## src/stitch_config.svh

```systemverilog
`ifndef STITCH_CONFIG_SVH
`define STITCH_CONFIG_SVH

// ---------------------------------------------------------------------
// Camera array and pixel format
// ---------------------------------------------------------------------
`define N_CAM       4       // Cameras stitched side by side
`define PIX_W       24      // RGB888
`define SEG_W       8       // Pixels per camera in one output line

// ---------------------------------------------------------------------
// Buffering
// ---------------------------------------------------------------------
`define LINE_DEPTH  16      // Per-camera channel FIFO
`define CREDITS     4       // Stitcher queue depth, also initial credits
`define OUT_DEPTH   8       // Output beat queue

`endif

```

## src/stitch_pkg.sv

```systemverilog
`include "stitch_config.svh"

package stitch_pkg;

    // One camera pixel
    typedef logic [`PIX_W-1:0] pixel_t;

    // Beat on the output video port
    typedef struct packed {
        pixel_t pixel;
        logic   sol;        // First pixel of a stitched line
        logic   eol;        // Last pixel of a stitched line
    } video_beat_t;

    // Selects one camera
    typedef logic [$clog2(`N_CAM)-1:0] cam_idx_t;

    // Holds 0 to CREDITS inclusive
    typedef logic [$clog2(`CREDITS+1)-1:0] credit_t;

endpackage

```

## src/cam_link_if.sv

```systemverilog
// Registered camera stream from frame sync into one channel
interface cam_link_if (
    input logic video_clk
);

    logic               clken;          // Pixel qualifier
    stitch_pkg::pixel_t pixel;
    logic               capture_en;     // Common to all cameras

    modport source (
        input  video_clk,
        output clken,
        output pixel,
        output capture_en
    );

    modport sink (
        input  video_clk,
        input  clken,
        input  pixel,
        input  capture_en
    );

endinterface

```

## src/cam_channel.sv

```systemverilog
`include "stitch_config.svh"

module cam_channel import stitch_pkg::*; (
        input  logic        video_clk
    ,   input  logic        rst_n
    ,   cam_link_if.sink    link
    ,   output logic        link_valid
    ,   output pixel_t      link_pixel
    ,   input  logic        link_credit
    ,   output logic        cam_overflow
);

logic       wr_req;
logic       fifo_empty;
logic       fifo_full;
credit_t    credit;         // Free slots in this camera's stitcher queue

assign wr_req = link.clken & link.capture_en;

// ---------------------------------------------------------------------
// Line buffer
// ---------------------------------------------------------------------
sync_fifo #(
        .T          (pixel_t        )
    ,   .DEPTH      (`LINE_DEPTH    )
) u_line_fifo (
        .video_clk  (video_clk              )
    ,   .rst_n      (rst_n                  )
    ,   .push       (wr_req & ~fifo_full    )
    ,   .din        (link.pixel             )
    ,   .pop        (link_valid             )
    ,   .dout       (link_pixel             )
    ,   .empty      (fifo_empty             )
    ,   .full       (fifo_full              )
);

// Send only into guaranteed queue space
assign link_valid = ~fifo_empty & (credit != '0);

// ---------------------------------------------------------------------
// Credit counter and overflow flag
// ---------------------------------------------------------------------
always_ff @(posedge video_clk or negedge rst_n) begin
    if (!rst_n) begin
        credit       <= credit_t'(`CREDITS);
        cam_overflow <= 1'b0;
    end else begin
        case ({link_valid, link_credit})
            2'b10:   credit <= credit - 1'b1;
            2'b01:   credit <= credit + 1'b1;
            default: credit <= credit;     // None, or send and return together
        endcase
        if (wr_req && fifo_full)
            cam_overflow <= 1'b1;           // Camera cannot stall, pixel lost
    end
end

endmodule

```

## src/cam_frame_sync.sv

```systemverilog
`include "stitch_config.svh"

module cam_frame_sync import stitch_pkg::*; (
        input  logic                video_clk
    ,   input  logic                rst_n
    ,   input  logic [`N_CAM-1:0]   cmos_vsync
    ,   input  logic [`N_CAM-1:0]   cmos_clken
    ,   input  pixel_t              cmos_data [`N_CAM]
    ,   cam_link_if.source          links [`N_CAM]
);

logic [`N_CAM-1:0]  vsync_q;
logic [`N_CAM-1:0]  clken_q;
logic [`N_CAM-1:0]  vsync_rise;
logic [`N_CAM-1:0]  armed;          // Camera has shown a frame start
logic               capture_en;
pixel_t             data_q [`N_CAM];

assign vsync_rise = cmos_vsync & ~vsync_q;

always_ff @(posedge video_clk or negedge rst_n) begin
    if (!rst_n) begin
        vsync_q    <= '0;
        clken_q    <= '0;
        armed      <= '0;
        capture_en <= 1'b0;
    end else begin
        vsync_q    <= cmos_vsync;
        clken_q    <= cmos_clken;
        armed      <= armed | vsync_rise;
        // Opens once and stays open
        capture_en <= capture_en | (&(armed | vsync_rise));
    end
end

always_ff @(posedge video_clk) begin
    data_q <= cmos_data;
end

for (genvar i = 0; i < `N_CAM; i++) begin : g_link
    assign links[i].clken      = clken_q[i];
    assign links[i].pixel      = data_q[i];
    assign links[i].capture_en = capture_en;
end

endmodule

```

## src/line_stitcher.sv

```systemverilog
`include "stitch_config.svh"

module line_stitcher import stitch_pkg::*; (
        input  logic                video_clk
    ,   input  logic                rst_n
    ,   input  logic [`N_CAM-1:0]   link_valid
    ,   input  pixel_t              link_pixel [`N_CAM]
    ,   output logic [`N_CAM-1:0]   link_credit
    ,   input  logic                video_ready
    ,   output logic                video_valid
    ,   output pixel_t              video_data
    ,   output logic                video_sol
    ,   output logic                video_eol
);

localparam int              SW       = $clog2(`SEG_W);
localparam cam_idx_t        LAST_CAM = cam_idx_t'(`N_CAM - 1);
localparam logic [SW-1:0]   LAST_SEG = SW'(`SEG_W - 1);

logic [`N_CAM-1:0]  q_empty;
logic [`N_CAM-1:0]  q_pop;
pixel_t             q_dout [`N_CAM];
cam_idx_t           cur_cam;
logic [SW-1:0]      seg_cnt;        // Position inside current segment
logic               move;
logic               out_empty;
logic               out_full;
video_beat_t        beat_in;
video_beat_t        beat_out;

// ---------------------------------------------------------------------
// Per-camera credit queues
// ---------------------------------------------------------------------
for (genvar i = 0; i < `N_CAM; i++) begin : g_queue
    sync_fifo #(
            .T          (pixel_t    )
        ,   .DEPTH      (`CREDITS   )
    ) u_cam_queue (
            .video_clk  (video_clk      )
        ,   .rst_n      (rst_n          )
        ,   .push       (link_valid[i]  )
        ,   .din        (link_pixel[i]  )
        ,   .pop        (q_pop[i]       )
        ,   .dout       (q_dout[i]      )
        ,   .empty      (q_empty[i]     )
        ,   .full       (               )
    );

    assign q_pop[i] = move && (cur_cam == cam_idx_t'(i));
end

// Wait on the current camera, stop when output queue is full
assign move = ~q_empty[cur_cam] & ~out_full;

assign beat_in.pixel = q_dout[cur_cam];
assign beat_in.sol   = (cur_cam == '0) && (seg_cnt == '0);
assign beat_in.eol   = (cur_cam == LAST_CAM) && (seg_cnt == LAST_SEG);

// ---------------------------------------------------------------------
// Segment round robin
// ---------------------------------------------------------------------
always_ff @(posedge video_clk or negedge rst_n) begin
    if (!rst_n) begin
        cur_cam     <= '0;
        seg_cnt     <= '0;
        link_credit <= '0;
    end else begin
        link_credit <= q_pop;       // One credit back per popped pixel
        if (move) begin
            if (seg_cnt == LAST_SEG) begin
                seg_cnt <= '0;
                cur_cam <= (cur_cam == LAST_CAM) ? '0 : cur_cam + 1'b1;
            end else begin
                seg_cnt <= seg_cnt + 1'b1;
            end
        end
    end
end

// ---------------------------------------------------------------------
// Output queue and video port
// ---------------------------------------------------------------------
sync_fifo #(
        .T          (video_beat_t   )
    ,   .DEPTH      (`OUT_DEPTH     )
) u_out_queue (
        .video_clk  (video_clk                  )
    ,   .rst_n      (rst_n                      )
    ,   .push       (move                       )
    ,   .din        (beat_in                    )
    ,   .pop        (video_valid & video_ready  )
    ,   .dout       (beat_out                   )
    ,   .empty      (out_empty                  )
    ,   .full       (out_full                   )
);

assign video_valid = ~out_empty;
assign video_data  = beat_out.pixel;   // Head entry holds while not accepted
assign video_sol   = beat_out.sol;
assign video_eol   = beat_out.eol;

endmodule

```

## src/sync_fifo.sv

```systemverilog
module sync_fifo import stitch_pkg::*; #(
        parameter type T     = pixel_t
    ,   parameter int  DEPTH = 4
)(
        input  logic    video_clk
    ,   input  logic    rst_n
    ,   input  logic    push
    ,   input  T        din
    ,   input  logic    pop
    ,   output T        dout
    ,   output logic    empty
    ,   output logic    full
);

localparam int AW = (DEPTH > 1) ? $clog2(DEPTH) : 1;
localparam int CW = $clog2(DEPTH + 1);

T               mem [DEPTH];
logic [AW-1:0]  wr_ptr;
logic [AW-1:0]  rd_ptr;
logic [CW-1:0]  count;
logic           do_push;
logic           do_pop;

assign empty   = (count == '0);
assign full    = (count == CW'(DEPTH));
assign do_push = push & ~full;     // Writes into a full FIFO are lost
assign do_pop  = pop & ~empty;
assign dout    = mem[rd_ptr];      // First word falls through

always_ff @(posedge video_clk) begin
    if (do_push)
        mem[wr_ptr] <= din;
end

always_ff @(posedge video_clk or negedge rst_n) begin
    if (!rst_n) begin
        wr_ptr <= '0;
        rd_ptr <= '0;
        count  <= '0;
    end else begin
        if (do_push)
            wr_ptr <= (wr_ptr == AW'(DEPTH - 1)) ? '0 : wr_ptr + 1'b1;
        if (do_pop)
            rd_ptr <= (rd_ptr == AW'(DEPTH - 1)) ? '0 : rd_ptr + 1'b1;
        case ({do_push, do_pop})
            2'b10:   count <= count + 1'b1;
            2'b01:   count <= count - 1'b1;
            default: count <= count;
        endcase
    end
end

endmodule

```

## src/video_stitch_top.sv

```systemverilog
`include "stitch_config.svh"

module video_stitch_top import stitch_pkg::*; (
        input  logic                video_clk
    ,   input  logic                rst_n
    ,   input  logic [`N_CAM-1:0]   cmos_vsync
    ,   input  logic [`N_CAM-1:0]   cmos_clken
    ,   input  pixel_t              cmos_data [`N_CAM]

    // Stitched video stream
    ,   output logic                video_valid
    ,   input  logic                video_ready
    ,   output pixel_t              video_data
    ,   output logic                video_sol
    ,   output logic                video_eol

    ,   output logic [`N_CAM-1:0]   cam_overflow
);

logic [`N_CAM-1:0]  link_valid;
pixel_t             link_pixel [`N_CAM];
logic [`N_CAM-1:0]  link_credit;

cam_link_if links [`N_CAM] (.video_clk(video_clk));

// ---------------------------------------------------------------------
// Input registers and capture gating
// ---------------------------------------------------------------------
cam_frame_sync u_cam_frame_sync (
        .video_clk      (video_clk      )
    ,   .rst_n          (rst_n          )
    ,   .cmos_vsync     (cmos_vsync     )
    ,   .cmos_clken     (cmos_clken     )
    ,   .cmos_data      (cmos_data      )
    ,   .links          (links          )
);

for (genvar i = 0; i < `N_CAM; i++) begin : g_channel
    cam_channel u_cam_channel (
            .video_clk      (video_clk          )
        ,   .rst_n          (rst_n              )
        ,   .link           (links[i]           )
        ,   .link_valid     (link_valid[i]      )
        ,   .link_pixel     (link_pixel[i]      )
        ,   .link_credit    (link_credit[i]     )
        ,   .cam_overflow   (cam_overflow[i]    )
    );
end

line_stitcher u_line_stitcher (
        .video_clk      (video_clk      )
    ,   .rst_n          (rst_n          )
    ,   .link_valid     (link_valid     )
    ,   .link_pixel     (link_pixel     )
    ,   .link_credit    (link_credit    )
    ,   .video_ready    (video_ready    )
    ,   .video_valid    (video_valid    )
    ,   .video_data     (video_data     )
    ,   .video_sol      (video_sol      )
    ,   .video_eol      (video_eol      )
);

endmodule
```

## config.mk

```make
export PLATFORM = sky130hd
export DESIGN_NAME = video_stitch_top
export DESIGN_NICKNAME = d
export VERILOG_FILES = /design/src/stitch_pkg.sv /design/src/cam_link_if.sv /design/src/cam_channel.sv /design/src/cam_frame_sync.sv /design/src/line_stitcher.sv /design/src/sync_fifo.sv /design/src/video_stitch_top.sv
export VERILOG_INCLUDE_DIRS = /design/src
export SDC_FILE = /design/constraint.sdc
export NUM_CORES = 2
export LEC_CHECK = 0
export ABC_AREA = 1
export BUFFER_PORTS_ARGS = -buffer_cell sky130_fd_sc_hd__buf_2
export CORE_MARGIN = 3
export CORE_UTILIZATION = 40
export DETAILED_ROUTE_END_ITERATION = 12
export SLEW_MARGIN = 20
export SYNTH_ARGS = -nofsm -noshare
export SYNTH_HDL_FRONTEND = slang
export SYNTH_SLANG_ARGS = --single-unit
export TNS_END_PERCENT = 20
```

## constraint.sdc

```tcl
create_clock -name video_clk -period 3.2 [get_ports video_clk]
set_clock_uncertainty 0.05 [all_clocks]
set_input_delay 0.16 -clock video_clk [delete_from_list [all_inputs] [get_ports video_clk]]
set_output_delay 0.16 -clock video_clk [all_outputs]
set_load 0.01 [all_outputs]
```

---- Yosys cells after proc, flatten, opt, wreduce, memory -nomap -nowiden ----
Memory sizes are Yosys's and may differ from the RTL's.
Index checks and enable logic that the tools add are counted.
word-level totals
  bits in registers ....................... 224
  memories kept ........................... 9
  bits in writable memories ............... 2,128
  output and inout port bits .............. 31
  input port bits ......................... 107
  logic and storage cells ................. 312
operators by class
  bitwise operators ....................... 56
  magnitude comparators ................... 2
  mux-type cells .......................... 56
  $add $sub $neg .......................... 46
  reduce and logical (&&, ||, !) cells .... 40
  equality and inequality tests ........... 57
memories
  name                                        words  bits a word  rd ports  clocked after memory_dff  wr ports  line             source
  g_channel[0].u_cam_channel.u_line_fifo.mem  16     24           1         0                         1         sync_fifo.sv:18  T mem [DEPTH];
  g_channel[1].u_cam_channel.u_line_fifo.mem  16     24           1         0                         1         sync_fifo.sv:18
  g_channel[2].u_cam_channel.u_line_fifo.mem  16     24           1         0                         1         sync_fifo.sv:18
  g_channel[3].u_cam_channel.u_line_fifo.mem  16     24           1         0                         1         sync_fifo.sv:18
  u_line_stitcher.u_out_queue.mem             8      26           1         0                         1         sync_fifo.sv:18
  u_line_stitcher.g_queue[0].u_cam_queue.mem  4      24           1         0                         1         sync_fifo.sv:18
  +3 memories                                 --     --           --        --                        --        --
operator list
  cell                                              number
  binary-select mux 24 bit (select 2 bit)           1
  two-way mux 24 bit                                2
  case mux 3 bit (2 select lines)                   8
  == test 2 bit, second input constant              23
  case mux 5 bit (2 select lines)                   4
  adder 4 x 1 -> 4 bit, second input constant       9
  == test 4 bit, second input constant              9
  adder 3 x 1 -> 3 bit, second input constant       11
  AND 1 bit                                         32
  two-way mux 4 bit                                 8
  == test 2 x 1 -> 1 bit, second input constant     14
  nonzero test 2 bit                                13
  subtractor 3 x 1 -> 3 bit, second input constant  8
  == test 3 bit, second input constant              7
  adder 5 x 1 -> 5 bit, second input constant       4
  == test 5 bit, second input constant              4
  logical NOT 5 bit                                 4
  subtractor 5 x 1 -> 5 bit, second input constant  4
  two-way mux 1 bit                                 19
  inverter 1 bit                                    19
  adder 2 x 1 -> 2 bit, second input constant       9
  two-way mux 2 bit                                 9
  logical NOT 3 bit                                 5
  nonzero test 3 bit                                4
  16 further kinds                                  27

---- Logic depth before layout (Yosys ltp) ----
  depth after elaboration ................. 9
  mapped depth ............................ 14
  mapped depth without buffers ............ 13

---- Cells and area by module ----
A second synthesis with hierarchy kept.
second synthesis, totals
  cells, all modules ...................... 9,841
  area total of the unflattened synthesis .. 102,042.9 um2
modules (own cells, without submodules)
  module                                                  instances  cells each  area an instance (um2)
  sync_fifo (g_channel[0].u_cam_channel.u_line_fifo ...)  4          1,765       17,625.7
  sync_fifo (u_line_stitcher.g_queue[0].u_cam_queue ...)  4          341         4,362.9
  sync_fifo (u_line_stitcher.u_out_queue)                 1          985         9,571.7
  cam_frame_sync                                          1          130         2,364.8
  line_stitcher                                           1          198         1,176.1
  cam_channel                                             4          26          244.0

---- Worst setup path before layout ----
Ideal clock, no wire load.
  kind .................................... register to register
  start point ............................. register u_line_stitcher.cur_cam[1]
  end point ............................... memory u_line_stitcher.u_out_queue.mem[6][0] (netlist bit), enable pin
  data arrival time ....................... 2.942 ns
  clock period less this slack ............ 3.433 ns
  slack ................................... -0.233 ns
  buffers on the path ..................... 2
  cell stages (with the launch flop) ...... 8
  cells stage by stage .................... dfrtp_1 buf_2 inv_2 nand3_1 nand2_2 nand2_1 buf_2 nor3_1
on the way
  cells in the longest elaborated chain, start to end .. 7
ends and longest elaborated chain
  what                                     line                 source
  start, declared                          line_stitcher.sv:23  cam_idx_t cur_cam;
  start signal, assigned                   line_stitcher.sv:72  cur_cam <= (cur_cam == LAST_CAM) ? '0 : cur_cam + 1'b1;
  binary-select mux 1 bit (select 2 bit)   line_stitcher.sv:53  assign move = ~q_empty[cur_cam] & ~out_full;
  two-way mux 1 bit (implied by the code)  line_stitcher.sv:53
  inverter 1 bit                           line_stitcher.sv:53
  AND 1 bit                                line_stitcher.sv:53
  AND 1 bit                                sync_fifo.sv:27      assign do_push = push & ~full;
  two-way mux 1 bit                        sync_fifo.sv:32      if (do_push)
  two-way mux 1 bit (implied by the code)  sync_fifo.sv:33      mem[wr_ptr] <= din;
  end, declared                            sync_fifo.sv:18
No other way between the ends. The select of a mux whose other input is x is not followed.

---- Worst setup path in the final report ----
  start point ............................. register u_line_stitcher.u_out_queue.rd_ptr[1]
  end point ............................... output video_data[12]
on the way
  cells in the longest elaborated chain, start to end .. 1
ends and longest elaborated chain
  what                      line                    source
  start, declared           sync_fifo.sv:20         logic [AW-1:0] rd_ptr;
  start signal, assigned    sync_fifo.sv:45         rd_ptr <= (rd_ptr == AW'(DEPTH - 1)) ? '0 : rd_ptr + 1'b1;
  memory read (8 x 26 bit)  --
  end, declared             video_stitch_top.sv:13  , output pixel_t video_data
No other way between the ends.

==> key figures <==
STA
  – Worst hold margin: between 0.1 and 0.15 ns
  – Final hold viol count: 0
  – Final worst-path cycle share: around 94%
  – Setup_tns: 0 ns
  – Slew Viols, Final: 0
  – Final setup fails: 0
  – Tightest Pin Transition: 1.10 ns
  – Max Clock Freq: 0.334 GHz
  – RSZ-0062 raised after global routing: false
  – Tmin final: 3.00 ns
  – Slew headroom: 26.2%

Synth
  – Mean Syn Cell Area: 13.0 um2
  – Syn Inst Count: 7098
  – Syn_nets: 7296
  – Synthesized flop and latch total: 2352
  – Synth unique cells: 39
  – Post-synthesis cell area: a little over 90000 um2
  – Ys Warns: 0
  – Register area share after synthesis: between 70% and 80%

Place
  – Port bufs: 137
  – RePlAce Congestion: 0.819
  – Placed Cells: ~10000
  – HPWL after detailed placement: 135 mm

Die
  – Die area: 236000 um2
  – Die X-Extent: around 490 um
  – Row count: 175
  – Core area: 228000 um2
  – Initial Util: 40.4%
  – Die height: 486 um
  – I/O pins: 138

CTS
  – CTS Buf Count: 233
  – Root Driver: clkbuf_16
  – H-tree lvl count: 4
  – CTS tree: built
  – Clk_lat worst skew: a little under 0.9 ns
  – CTS Buffer Depth: 3
  – Sink Count: 2352
  – Worst-path clk slew: about 0.060 ns

Run status
  – Status: completed

Cells and area
  – Final Instance Count excl. Fillers: between 10000 and 15000
  – Area delta synth->final: 16.5%
  – Share of layout cells above drive strength 1: 11.3%
  – Nets@finish: 7717

Drt
  – Residual DRC: 0
  – Final ANT Viol Nets: 0
  – Initial DRC count: 5731
  – Vias per std cell: about 5.3
  – Vias: ~57000
  – Drt first pass iters: 6
  – Average wire per standard cell: approximately 21 um
  – Post-Route WL: 228 mm

Flow run
  – Maxcap violations: 0

GRT
  – Largest net degree at the start of global routing: 178
  – Initial antenna violation count: 5
  – Total Routing Usage GR: a little under a fifth
  – Global route total overflow: 0
  – Vias in the first global route: 55400
  – First-pass GRT wire length: 346 mm

Worst setup path
  – CP Class: reg -> out
  – Setup crit end kind: output pin
  – Startpoint class of the critical path: flip-flop
  – CP Max Fanout: 57
  – CP arrival: 2.79 ns
  – Crit path required time: 2.99 ns

Pwr
  – Power per cell area: 656 nW/um2
  – Static leakage: 37.0 nW
  – VDD IR max: 0.000558 V

Hold path
  – Hold WC Path Type: in -> reg
placed cells by master, fill, tap and decap left out, types with 78 or more instances in the layout:
cell type / netlist / routed
buf_2: 161 / 136
o211ai_1: 223 / 223
dfxtp_1: 96 / 96
dfrtp_1: 124 / 113
a21oi_1: 139 / 139
o32ai_1: 84 / 84
dlygate4sd3_1: 0 / 211
nor2_1: 1272 / 1244
nand2_1: 736 / 736
nand3_1: 263 / 263
edfxtp_1: 2128 / 2128
o21ai_0: 892 / 892
clkbuf_16: 0 / 236
inv_1: 207 / 207
buf_4: 16 / 224
ha_1: 78 / 78
Yosys cell counts:
cell type / number / area (um2)
inv_2: 10 / 37.5
nand4_1: 76 / 475
buf_4: 16 / 120
buf_1: 18 / 67.6
o21ai_1: 70 / 350
mux2_2: 4 / 45.0
nand2_1: 736 / 2760
ha_1: 78 / 976
o21bai_1: 24 / 180
clkbuf_2: 1 / 5.00
a41o_1: 1 / 10.0
dfstp_2: 4 / 105
clkinv_1: 7 / 26.3
nor4_1: 2 / 12.5
dfrtp_1: 124 / 3100
buf_6: 12 / 135
or2_2: 1 / 6.26
xnor2_1: 15 / 131
mux2i_1: 32 / 320
o22ai_1: 60 / 375
o21ai_0: 892 / 4460
nand3_1: 263 / 1320
inv_1: 207 / 777
a21oi_1: 139 / 696
o31ai_1: 4 / 30.0
buf_8: 2 / 30.0
nand2_2: 3 / 18.8
dfxtp_1: 96 / 1920
nor2_1: 1272 / 4770
o211ai_1: 223 / 1670
clkbuf_1: 210 / 788
nor3_1: 62 / 310
fa_1: 13 / 260
o221ai_1: 21 / 184
edfxtp_1: 2128 / 63900
buf_2: 161 / 806
o32ai_1: 84 / 736
xor2_1: 23 / 201
a31oi_1: 4 / 25.0
worst max-delay path, cell delays in order, from the launching register on:
cell and delay (ns):
dfrtp_2 0.89, buf_12 0.32, buf_4 0.20, o21ai_1 0.07
o32ai_1 0.11, nand2_1 0.08, nand2_1 0.08, buf_2 0.12
report_power, final:
part | total, W | internal [W] | switching (W)
clock network | 0.0274 | 0.0158 | 0.0116
logic | 0.00654 | 0.00203 | 0.00451
registers | 0.0366 | 0.0356 | 0.00102
total | 0.0705 | 0.0534 | 0.0171
repair_timing:
action | 4_1_cts | 5_1_grt
hold buffers | 212 | 0
hold endpoints to repair | 241 | 0
setup buffers | 0 | 0
endpoints found under the setup margin | 0 | 5
resized for setup | 0 | 1
final cells by class:
| class | count | area (um2) |
|---|---|---|
| timing repair buffer | 606 | 5180 |
| tap | 3009 | 3760 |
| fill | 19900 | 121000 |
| clock buffer | 319 | 6500 |
| sequential | 2352 | 69100 |
| inverter | 224 | 851 |
| antenna | 1 | 2.50 |
| clock inverter | 124 | 1280 |
| multi-input combinational | 4102 | 20800 |
flip-flops by register name, summed over array words and instances (netlist names):
| register | count |
|---|---|
| g_channel.u_cam_channel.u_line_fifo.wr_ptr | 16 |
| u_line_stitcher.link_credit | 4 |
| g_channel.u_cam_channel.u_line_fifo.rd_ptr | 16 |
| u_cam_frame_sync.links.pixel | 96 |
| u_line_stitcher.seg_cnt | 3 |
| u_line_stitcher.u_out_queue.mem | 208 |
| u_line_stitcher.u_out_queue.count | 4 |
| u_cam_frame_sync.links.capture_en | 1 |
| u_cam_frame_sync.armed | 4 |
| u_line_stitcher.cur_cam | 2 |
| u_line_stitcher.u_out_queue.rd_ptr | 3 |
| u_line_stitcher.g_queue.u_cam_queue.wr_ptr | 8 |
| u_line_stitcher.g_queue.u_cam_queue.mem | 384 |
| g_channel.u_cam_channel.u_line_fifo.count | 20 |
| u_line_stitcher.g_queue.u_cam_queue.count | 12 |
| u_cam_frame_sync.vsync_q | 4 |
| g_channel.u_cam_channel.u_line_fifo.mem | 1536 |
| u_line_stitcher.u_out_queue.wr_ptr | 3 |
| g_channel.u_cam_channel.cam_overflow | 4 |
| u_line_stitcher.g_queue.u_cam_queue.rd_ptr | 8 |
| g_channel.u_cam_channel.credit | 12 |
| u_cam_frame_sync.clken_q | 4 |
cell families (layout without fill, tap and decap cells):
group | after synthesis | in the layout | share of synthesized area (%)
AOI/OAI and AO/OA | 1522 | 1522 | 9.47
xor gates and xnor gates | 38 | 38 | 0.361
adders and majority gates | 91 | 91 | 1.34
buffers and inverters | 644 | 1273 | 3.03
DFF | 2352 | 2352 | 74.9
muxes | 36 | 36 | 0.396
other | 0 | 1 | 0
and+or+nand+nor | 2415 | 2415 | 10.5
metrics by stage:
step	total power, W	utilization, %	setup WS [ns]	area, um2
6_report	0.0705	47.0	0.203	107000
3_5_place_dp	0.0436	42.7	0.351	97400
3_3_place_gp	0.0433	42.7	0.372	97400
2_1_floorplan	0.0406	-	-0.233	92200
4_1_cts	0.0712	47.0	0.0725	107000
5_1_grt	0.0732	47.0	0.0145	107000
final timing paths:
| kind | from | to | slack (ns) | cells past startpoint |
|---|---|---|---|---|
| setup / recovery | u_line_stitcher.u_out_queue.rd_ptr[1] | video_data[12] | 0.20 | 7 |
| hold / removal | cmos_vsync[0] | u_cam_frame_sync.armed[0] | 0.12 | 4 |
| setup reg to reg | g_channel[1].u_cam_channel.u_line_fifo.count[0] | g_channel[1].u_cam_channel.u_line_fifo.count[4] | 0.33 | 13 |
| hold reg to reg | g_channel[2].u_cam_channel.cam_overflow | g_channel[2].u_cam_channel.cam_overflow | 0.43 | 1 |
| max in group asynchronous | rst_n | g_channel[0].u_cam_channel.u_line_fifo.rd_ptr[0] | 2.13 | 4 |
| min in group asynchronous | rst_n | g_channel[0].u_cam_channel.credit[2] | 0.51 | 3 |
metal layers:
layer,global-route usage [%],up-vias,wire length [um],share of wire [%]
met5,0,-,0,0
met4,5.30,0,5350,2.3
met3,2.59,310,13500,5.9
met2,30.2,1707,107000,47
met1,27.6,28700,103000,45
li1,-,26600,-,-
Power figures use the tool's default switching activity.
